==> src/source/mips_isa_pkg.sv <==
`default_nettype none

package mips_isa_pkg;

    // field overlay of a 32-bit instruction word
    // I-type offset is instr[15:0], J-type target is instr[25:0]
    typedef struct packed {
        logic [5:0] opcode;
        logic [4:0] rs;
        logic [4:0] rt;
        logic [4:0] rd;
        logic [4:0] sa;
        logic [5:0] funct;
    } instr_fields_t;

    // primary opcodes
    localparam logic [5:0] op_special = 6'b000000;  // R-type, decoded by funct
    localparam logic [5:0] op_regimm  = 6'b000001;  // decoded by rt
    localparam logic [5:0] op_j       = 6'b000010;
    localparam logic [5:0] op_jal     = 6'b000011;
    localparam logic [5:0] op_beq     = 6'b000100;
    localparam logic [5:0] op_bne     = 6'b000101;
    localparam logic [5:0] op_blez    = 6'b000110;
    localparam logic [5:0] op_bgtz    = 6'b000111;

    // funct codes under op_special
    localparam logic [5:0] fn_jr      = 6'b001000;
    localparam logic [5:0] fn_jalr    = 6'b001001;

    // rt codes under op_regimm
    localparam logic [4:0] rt_bltz    = 5'b00000;
    localparam logic [4:0] rt_bgez    = 5'b00001;
    localparam logic [4:0] rt_bltzal  = 5'b10000;
    localparam logic [4:0] rt_bgezal  = 5'b10001;

    // opcode[5:3] of every load (lb, lh, lwl, lw, lbu, lhu, lwr)
    localparam logic [2:0] load_group = 3'b100;

    // return address register for jal and the regimm linking branches
    localparam logic [4:0] link_reg_ra = 5'd31;

endpackage

`default_nettype wire

==> src/source/pc_unit_pkg.sv <==
`default_nettype none

package pc_unit_pkg;

    // first fetch address after reset, in kseg1 boot rom
    localparam logic [31:0] reset_vector = 32'hBFC00000;

    // core state codes seen by the pc unit
    localparam logic [1:0] st_exec      = 2'd1;  // instruction executes
    localparam logic [1:0] st_writeback = 2'd2;  // load result returns

    // comparison results for the current rs/rt pair
    typedef struct packed {
        logic eq;   // rs == rt
        logic gtz;  // rs > 0, signed
        logic eqz;  // rs == 0
        logic ltz;  // rs < 0, signed
    } cond_flags_t;

    // control transfer info for the current instruction
    typedef struct packed {
        logic        is_jump;    // unconditional j, jal, jr, jalr
        logic        is_branch;  // conditional, needs cond_true
        logic [31:0] dest;       // redirect target after the delay slot
        logic        link_en;    // instruction writes a return address
        logic [4:0]  link_reg;   // register receiving pc + 8
    } cti_info_t;

endpackage

`default_nettype wire

==> src/source/branch_compare.sv <==
`timescale 1ns/1ps
`default_nettype none

module branch_compare (
    input  wire logic [5:0]  opcode,
    input  wire logic [4:0]  rt,
    input  wire logic [31:0] rs_data,
    input  wire logic [31:0] rt_data,
    output logic             cond_true
);

    pc_unit_pkg::cond_flags_t flags;

    // flags are computed once and shared by every branch type
    always_comb begin
        flags.eq  = (rs_data == rt_data);
        flags.eqz = (rs_data == 32'd0);
        flags.ltz = rs_data[31];                   // sign bit
        flags.gtz = !rs_data[31] && !flags.eqz;    // positive, nonzero
    end

    always_comb begin
        cond_true = 1'b0;
        case (opcode)
            mips_isa_pkg::op_beq: begin
                cond_true = flags.eq;
            end
            mips_isa_pkg::op_bne: begin
                cond_true = !flags.eq;
            end
            mips_isa_pkg::op_bgtz: begin
                // rt must be zero for a valid encoding
                cond_true = (rt == 5'd0) && flags.gtz;
            end
            mips_isa_pkg::op_blez: begin
                cond_true = (rt == 5'd0) && (flags.eqz || flags.ltz);
            end
            mips_isa_pkg::op_regimm: begin
                case (rt)
                    mips_isa_pkg::rt_bltz,
                    mips_isa_pkg::rt_bltzal: begin
                        cond_true = flags.ltz;
                    end
                    mips_isa_pkg::rt_bgez,
                    mips_isa_pkg::rt_bgezal: begin
                        cond_true = flags.eqz || flags.gtz;
                    end
                    default: begin
                        cond_true = 1'b0;  // unsupported regimm op
                    end
                endcase
            end
            default: begin
                cond_true = 1'b0;
            end
        endcase
    end

endmodule

`default_nettype wire

==> src/source/target_decode.sv <==
`timescale 1ns/1ps
`default_nettype none

module target_decode (
    input  wire mips_isa_pkg::instr_fields_t fields,
    input  wire logic [31:0]                 instr,
    input  wire logic [31:0]                 pc,
    input  wire logic [31:0]                 rs_data,
    output pc_unit_pkg::cti_info_t           cti
);

    logic [31:0] pc_inc;
    logic [31:0] jump_target;
    logic [31:0] branch_target;
    logic        is_jr;
    logic        is_jalr;

    assign pc_inc = pc + 32'd4;

    // region relative, top nibble from the delay slot address
    assign jump_target = {pc_inc[31:28], instr[25:0], 2'b00};

    // word offset, sign extended, relative to the delay slot
    assign branch_target = pc_inc + {{14{instr[15]}}, instr[15:0], 2'b00};

    // register jumps need their unused fields zero
    assign is_jr = (fields.opcode == mips_isa_pkg::op_special)
                && (fields.funct == mips_isa_pkg::fn_jr)
                && (fields.rt == 5'd0)
                && (fields.rd == 5'd0)
                && (fields.sa == 5'd0);

    assign is_jalr = (fields.opcode == mips_isa_pkg::op_special)
                  && (fields.funct == mips_isa_pkg::fn_jalr)
                  && (fields.rt == 5'd0)
                  && (fields.sa == 5'd0);

    always_comb begin
        cti           = '0;
        cti.link_reg  = mips_isa_pkg::link_reg_ra;
        case (fields.opcode)
            mips_isa_pkg::op_j: begin
                cti.is_jump = 1'b1;
                cti.dest    = jump_target;
            end
            mips_isa_pkg::op_jal: begin
                cti.is_jump = 1'b1;
                cti.dest    = jump_target;
                cti.link_en = 1'b1;
            end
            mips_isa_pkg::op_special: begin
                if (is_jr || is_jalr) begin
                    cti.is_jump = 1'b1;
                    cti.dest    = rs_data;
                end
                if (is_jalr) begin
                    cti.link_en  = 1'b1;
                    cti.link_reg = fields.rd;  // jalr links to rd
                end
            end
            mips_isa_pkg::op_beq,
            mips_isa_pkg::op_bne,
            mips_isa_pkg::op_blez,
            mips_isa_pkg::op_bgtz: begin
                cti.is_branch = 1'b1;
                cti.dest      = branch_target;
            end
            mips_isa_pkg::op_regimm: begin
                case (fields.rt)
                    mips_isa_pkg::rt_bltz,
                    mips_isa_pkg::rt_bgez: begin
                        cti.is_branch = 1'b1;
                        cti.dest      = branch_target;
                    end
                    mips_isa_pkg::rt_bltzal,
                    mips_isa_pkg::rt_bgezal: begin
                        cti.is_branch = 1'b1;
                        cti.dest      = branch_target;
                        cti.link_en   = 1'b1;  // links even when not taken
                    end
                    default: begin
                        cti.is_branch = 1'b0;
                    end
                endcase
            end
            default: begin
                cti.is_jump = 1'b0;  // not a control transfer
            end
        endcase
    end

endmodule

`default_nettype wire

==> src/source/pc_sequencer.sv <==
`timescale 1ns/1ps
`default_nettype none

module pc_sequencer (
    input  wire logic                      clk,
    input  wire logic                      reset,
    input  wire pc_unit_pkg::cti_info_t    cti,
    input  wire logic                      cond_true,
    input  wire logic                      load_op,
    input  wire logic [1:0]                state,
    input  wire logic                      waitrequest,
    input  wire logic                      active,
    output logic [31:0]                    pc,
    output logic [31:0]                    regstore
);

    logic [31:0] dest;        // redirect held over the delay slot
    logic        pending;     // redirect waits for the next completion
    logic        enabled;
    logic        exec_state;
    logic        completion;
    logic        accept;
    logic [31:0] pc_inc;

    assign pc_inc   = pc + 32'd4;
    assign regstore = pc + 32'd8;  // return address past the delay slot

    // waitrequest stalls the whole unit
    assign enabled    = active && !waitrequest;
    assign exec_state = (state == pc_unit_pkg::st_exec);

    // loads finish in writeback, everything else in exec
    assign completion = enabled
                     && ((exec_state && !load_op)
                     || (state == pc_unit_pkg::st_writeback));

    assign accept = enabled && exec_state
                 && (cti.is_jump || (cti.is_branch && cond_true));

    always_ff @(posedge clk) begin
        if (reset) begin
            pc      <= pc_unit_pkg::reset_vector;
            dest    <= 32'd0;
            pending <= 1'b0;
        end else if (accept) begin
            // step into the delay slot, remember where to go after it
            dest    <= cti.dest;
            pending <= 1'b1;
            pc      <= pc_inc;
        end else if (completion) begin
            if (pending) begin
                pc      <= dest;  // delay slot done
                pending <= 1'b0;
            end else begin
                pc <= pc_inc;
            end
        end
    end

endmodule

`default_nettype wire

==> src/source/mips_pc_unit.sv <==
`timescale 1ns/1ps
`default_nettype none

module mips_pc_unit (
    input  wire logic        clk,
    input  wire logic        reset,
    input  wire logic [31:0] instr,
    input  wire logic [31:0] rs_data,
    input  wire logic [31:0] rt_data,
    input  wire logic [1:0]  state,
    input  wire logic        waitrequest,
    input  wire logic        active,
    output logic [31:0]      pc,
    output logic [31:0]      regstore,
    output logic             link_en,
    output logic [4:0]       link_reg
);

    mips_isa_pkg::instr_fields_t fields;
    pc_unit_pkg::cti_info_t      cti;
    logic                        cond_true;
    logic                        load_op;

    assign fields  = mips_isa_pkg::instr_fields_t'(instr);
    assign load_op = (fields.opcode[5:3] == mips_isa_pkg::load_group);

    branch_compare u_branch_compare (
        .opcode    (fields.opcode),
        .rt        (fields.rt),
        .rs_data   (rs_data),
        .rt_data   (rt_data),
        .cond_true (cond_true)
    );

    target_decode u_target_decode (
        .fields  (fields),
        .instr   (instr),
        .pc      (pc),
        .rs_data (rs_data),
        .cti     (cti)
    );

    pc_sequencer u_pc_sequencer (
        .clk         (clk),
        .reset       (reset),
        .cti         (cti),
        .cond_true   (cond_true),
        .load_op     (load_op),
        .state       (state),
        .waitrequest (waitrequest),
        .active      (active),
        .pc          (pc),
        .regstore    (regstore)
    );

    // link info follows the decoded instruction directly
    assign link_en  = cti.link_en;
    assign link_reg = cti.link_reg;

endmodule

`default_nettype wire

==> config.mk <==
export PLATFORM = sky130hd
export DESIGN_NAME = mips_pc_unit
export DESIGN_NICKNAME = d
export VERILOG_FILES = /design/src/source/mips_isa_pkg.sv /design/src/source/pc_unit_pkg.sv /design/src/source/branch_compare.sv /design/src/source/target_decode.sv /design/src/source/pc_sequencer.sv /design/src/source/mips_pc_unit.sv
export SDC_FILE = /design/constraint.sdc
export NUM_CORES = 1
export LEC_CHECK = 0
export BUFFER_PORTS_ARGS = -buffer_cell sky130_fd_sc_hd__clkbuf_2
export CELL_PAD_IN_SITES_DETAIL_PLACEMENT = 0
export CELL_PAD_IN_SITES_GLOBAL_PLACEMENT = 1
export CORE_UTILIZATION = 43
export DETAILED_ROUTE_END_ITERATION = 12
export PLACE_DENSITY_LB_ADDON = 0.1
export SLEW_MARGIN = 40
export SYNTH_ARGS = -nofsm -noshare
export SYNTH_HDL_FRONTEND = slang
export SYNTH_HIERARCHICAL = 1
export SYNTH_SLANG_ARGS = --single-unit
==> constraint.sdc <==
create_clock -name clk -period 10.9 [get_ports clk]
set_clock_uncertainty 0.1 [all_clocks]
set_input_delay 0.545 -clock clk [delete_from_list [all_inputs] [get_ports clk]]
set_output_delay 0.545 -clock clk [all_outputs]
set_load 0.02 [all_outputs]
==> run metrics <==
status=completed; Worst path most repeated cell=a21o_1; Via Count=7887; class of the most critical setup path=reg -> reg; hold-critical path depth=2; top post-synthesis cells by count=147 x nand2_1, 104 x a21oi_1, 80 x xnor2_1; max-slew violation count=0; x dimension of the die=130.7 um; P_int=0.4675 mW; Final TNS setup=0 ns; first-pass GRT wire length=39.88 mm; number of endpoints with negative hold slack in the final report=0; clock tree from TritonCTS=done; post-synthesis area per instance=7.241 sq um; CTS clock-pin slew for the worst setup and hold paths=0.06 ns; CP Capture Type=flip-flop; count of input and output buffers=171; Crit path arrival time=4.52 ns; Area contributors post-synth=dfxtp_1 18%, xnor2_1 9.8%, nand2_1 7.7%, a21oi_1 7.3%, ha_1 6.7%; initial standard-cell utilization of the core=44.37%; cts-stage hold buffer count=0; CTS Buf Count=9; post-CTS sizing=0; Bufs on Longest Clock Path=2; vias in the first global route=7280; Register-to-Register Path Depth=16; part of the Yosys area used for sequential elements=18.26%; Startpoint Class=flip-flop; most used standard cell by instance count after synthesis=nand2_1; count of standard-cell rows=46; height of the chip=130.7 um; deepest level of the CTS H-tree=3; clock share of power=44.4%; post-layout minimum cycle time=4.364 ns; required time at the worst-slack endpoint=11.06 ns; final core occ=51.38%; pin count of the biggest net entering global routing=62; Worst Hold Class=reg -> reg; number of detailed-route iterations in the first pass=5; Worst path top cell family by delay=compound AO/OA/AOI/OAI gates; switching pwr=0.1712 mW; HPWL after detailed placement=19.95 mm; headroom to the max-slew limit=45.74%; later-pin clock latency in the skew report=0.33 ns; DRC errors left=0; clk sinks=65; antenna violations before repair=0; global-route congestion overflow total=0; switching power as a share of total power=26.80%; part of the total power dissipated in sequential elements=37.7%; All-Layer GR Usage=30.43%; Post-Synthesis Cells=984; Pleak=3.272 nW; cell depth of the worst setup path=16; cell taking the most area after synthesis=dfxtp_1; f_max=229.1 MHz; # Max-Cap Violations=0; final wirelength=25.82 mm; pin slew with the least headroom to its limit=0.8077 ns; Die Area=0.01709 sq mm; delay of the slowest cell on the worst path=0.66 ns; maximum fanout count along the critical path=15; setup repair after global routing missed its margin=no; cell type of the slowest stage on the worst timing path=dfxtp_1; Post-Synthesis Cell Area=0.007126 sq mm; async set-reset flop share out of synthesis=0%; portion of synthesized cell area occupied by the leading cell type=18.26%; Core Box Area=0.01606 sq mm; routed len/inst=19.40 um; number of distinct library cells after synthesis=85; number of enable-type register cells in the synthesized netlist=0; fraction of layout cells with a size suffix above 1=20.27%; routed via count divided by cell count=5.926; main flop type after synthesis=dfxtp_1; synthesized netlist net count=1125; Yosys warnings=6; I/O pins=172; number of setup buffers added after CTS=0; portion of total power attributed to combinational logic=17.9%; count of state elements after synthesis=65; number of nets in the finished design=1251; P&R area growth vs syn=15.79%; ANT cells=0; Critical path buffers and inverters=0; final number of setup-violating endpoints=0; PwrDens=77.41 mW/mm^2; Starting DRT DRC Count=746; Period Utilization, post-route=40.04%; final estimated routing congestion in global placement=0.9120; Cell Chain, Critical Path=and3_1 -> nand3_1 -> nor4_1 -> nand2b_1 -> xnor2_1 -> ha_1 -> a21o_1 -> a21o_1 -> a21oi_1 -> a21o_1 -> nand3_1 -> o21ai_0 -> a222oi_1 -> o21ai_1 -> nand2_1 -> a21oi_1; clock tree root driver cell=clkbuf_16; Worst IR Drop VDD=0.07608 mV; antenna viol nets, final=0
flip-flops by register name, indices dropped and copies added, names as in the netlist:
register,cells
u_pc_sequencer/pending,1
u_pc_sequencer/dest,32
u_pc_sequencer/pc,32
final timing paths:
| kind | from | end | slack, ns |
|---|---|---|---|
| max reg2reg | u_pc_sequencer/pc[5]$_SDFFE_PP0P_ | u_pc_sequencer/dest[30]$_SDFFE_PP0P_ | 6.54 |
| min | u_pc_sequencer/dest[14]$_SDFFE_PP0P_ | u_pc_sequencer/dest[14]$_SDFFE_PP0P_ | 0.35 |
| max | u_pc_sequencer/pc[5]$_SDFFE_PP0P_ | u_pc_sequencer/dest[30]$_SDFFE_PP0P_ | 6.54 |
| min reg2reg | u_pc_sequencer/dest[14]$_SDFFE_PP0P_ | u_pc_sequencer/dest[14]$_SDFFE_PP0P_ | 0.35 |
per-stage QoR:
stage	power, mW	cell area (sq um)	setup WS (ns)	cells	hold WS (ns)
floorplan	0.3100	7126	7.269	984	0.3317
global placement	0.3586	7953	6.576	1315	0.3452
detailed placement	0.3581	7960	6.603	1315	0.3451
CTS	0.6432	8250	6.645	1331	0.3520
global route	0.6627	8250	6.305	1331	0.3774
finish	0.6387	8250	6.536	1331	0.3502
metal layers:
layer	vias up	wire (um)	track usage, %
li1	3858	-	-
met1	3711	11480	40.95
met2	288	12300	51.42
met3	30	1693	4.601
met4	0	350	6.085
met5	-	0	0
power groups by stage:
stage | logic, mW | clock network (mW) | registers [mW]
floorplan | 0.0646 | 0 | 0.245
global placement | 0.113 | 0 | 0.246
detailed placement | 0.112 | 0 | 0.246
CTS | 0.113 | 0.290 | 0.241
global route | 0.124 | 0.298 | 0.241
finish | 0.114 | 0.284 | 0.241
kinds of logic (layout without fill, tap and decap cells):
group | after synthesis | count (layout) | synth area share, %
AOI/OAI and AO/OA | 275 | 275 | 24.93
xor gates and xnor gates | 112 | 112 | 13.77
muxes | 5 | 5 | 0.7024
adders and majority gates | 39 | 39 | 6.954
buffers and inverters | 84 | 215 | 6.128
DFF | 65 | 65 | 18.26
and+or+nand+nor | 404 | 404 | 29.25
cell type report:
class                           instances  area, sq um
Fill cell                            1701         7807
Multi-Input combinational cell        835         5401
Sequential cell                        65         1301
Timing Repair Buffer                  178        908.4
Tap cell                              216        270.3
Clock buffer                           13        250.2
Inverter                               21        78.83
Clock inverter                          3        40.04
worst register-to-register path, stage by stage, from the launching register on:
cell	delay [ns]
dfxtp_1	0.66
and3_1	0.32
nand3_1	0.22
nor4_1	0.59
nand2b_1	0.14
xnor2_1	0.16
ha_1	0.39
a21o_1	0.22
a21o_1	0.18
a21oi_1	0.35
a21o_1	0.22
nand3_1	0.08
o21ai_0	0.09
a222oi_1	0.11
o21ai_1	0.21
nand2_1	0.12
a21oi_1	0.13
placed cells by master, fill, tap and decap left out, types with 20 or more instances in the layout:
cell      count
ha_1         38
nand2_1     147
a22oi_1      21
nor4_1       24
xor2_1       32
dfxtp_1      65
a21oi_1     104
nor2_1       54
xnor2_1      80
nand4_1      36
nor3_1       26
nand3_1      38
inv_1        20
o21ai_0      36
clkbuf_2    171
Note: power is estimated with default switching activity, not from simulation.
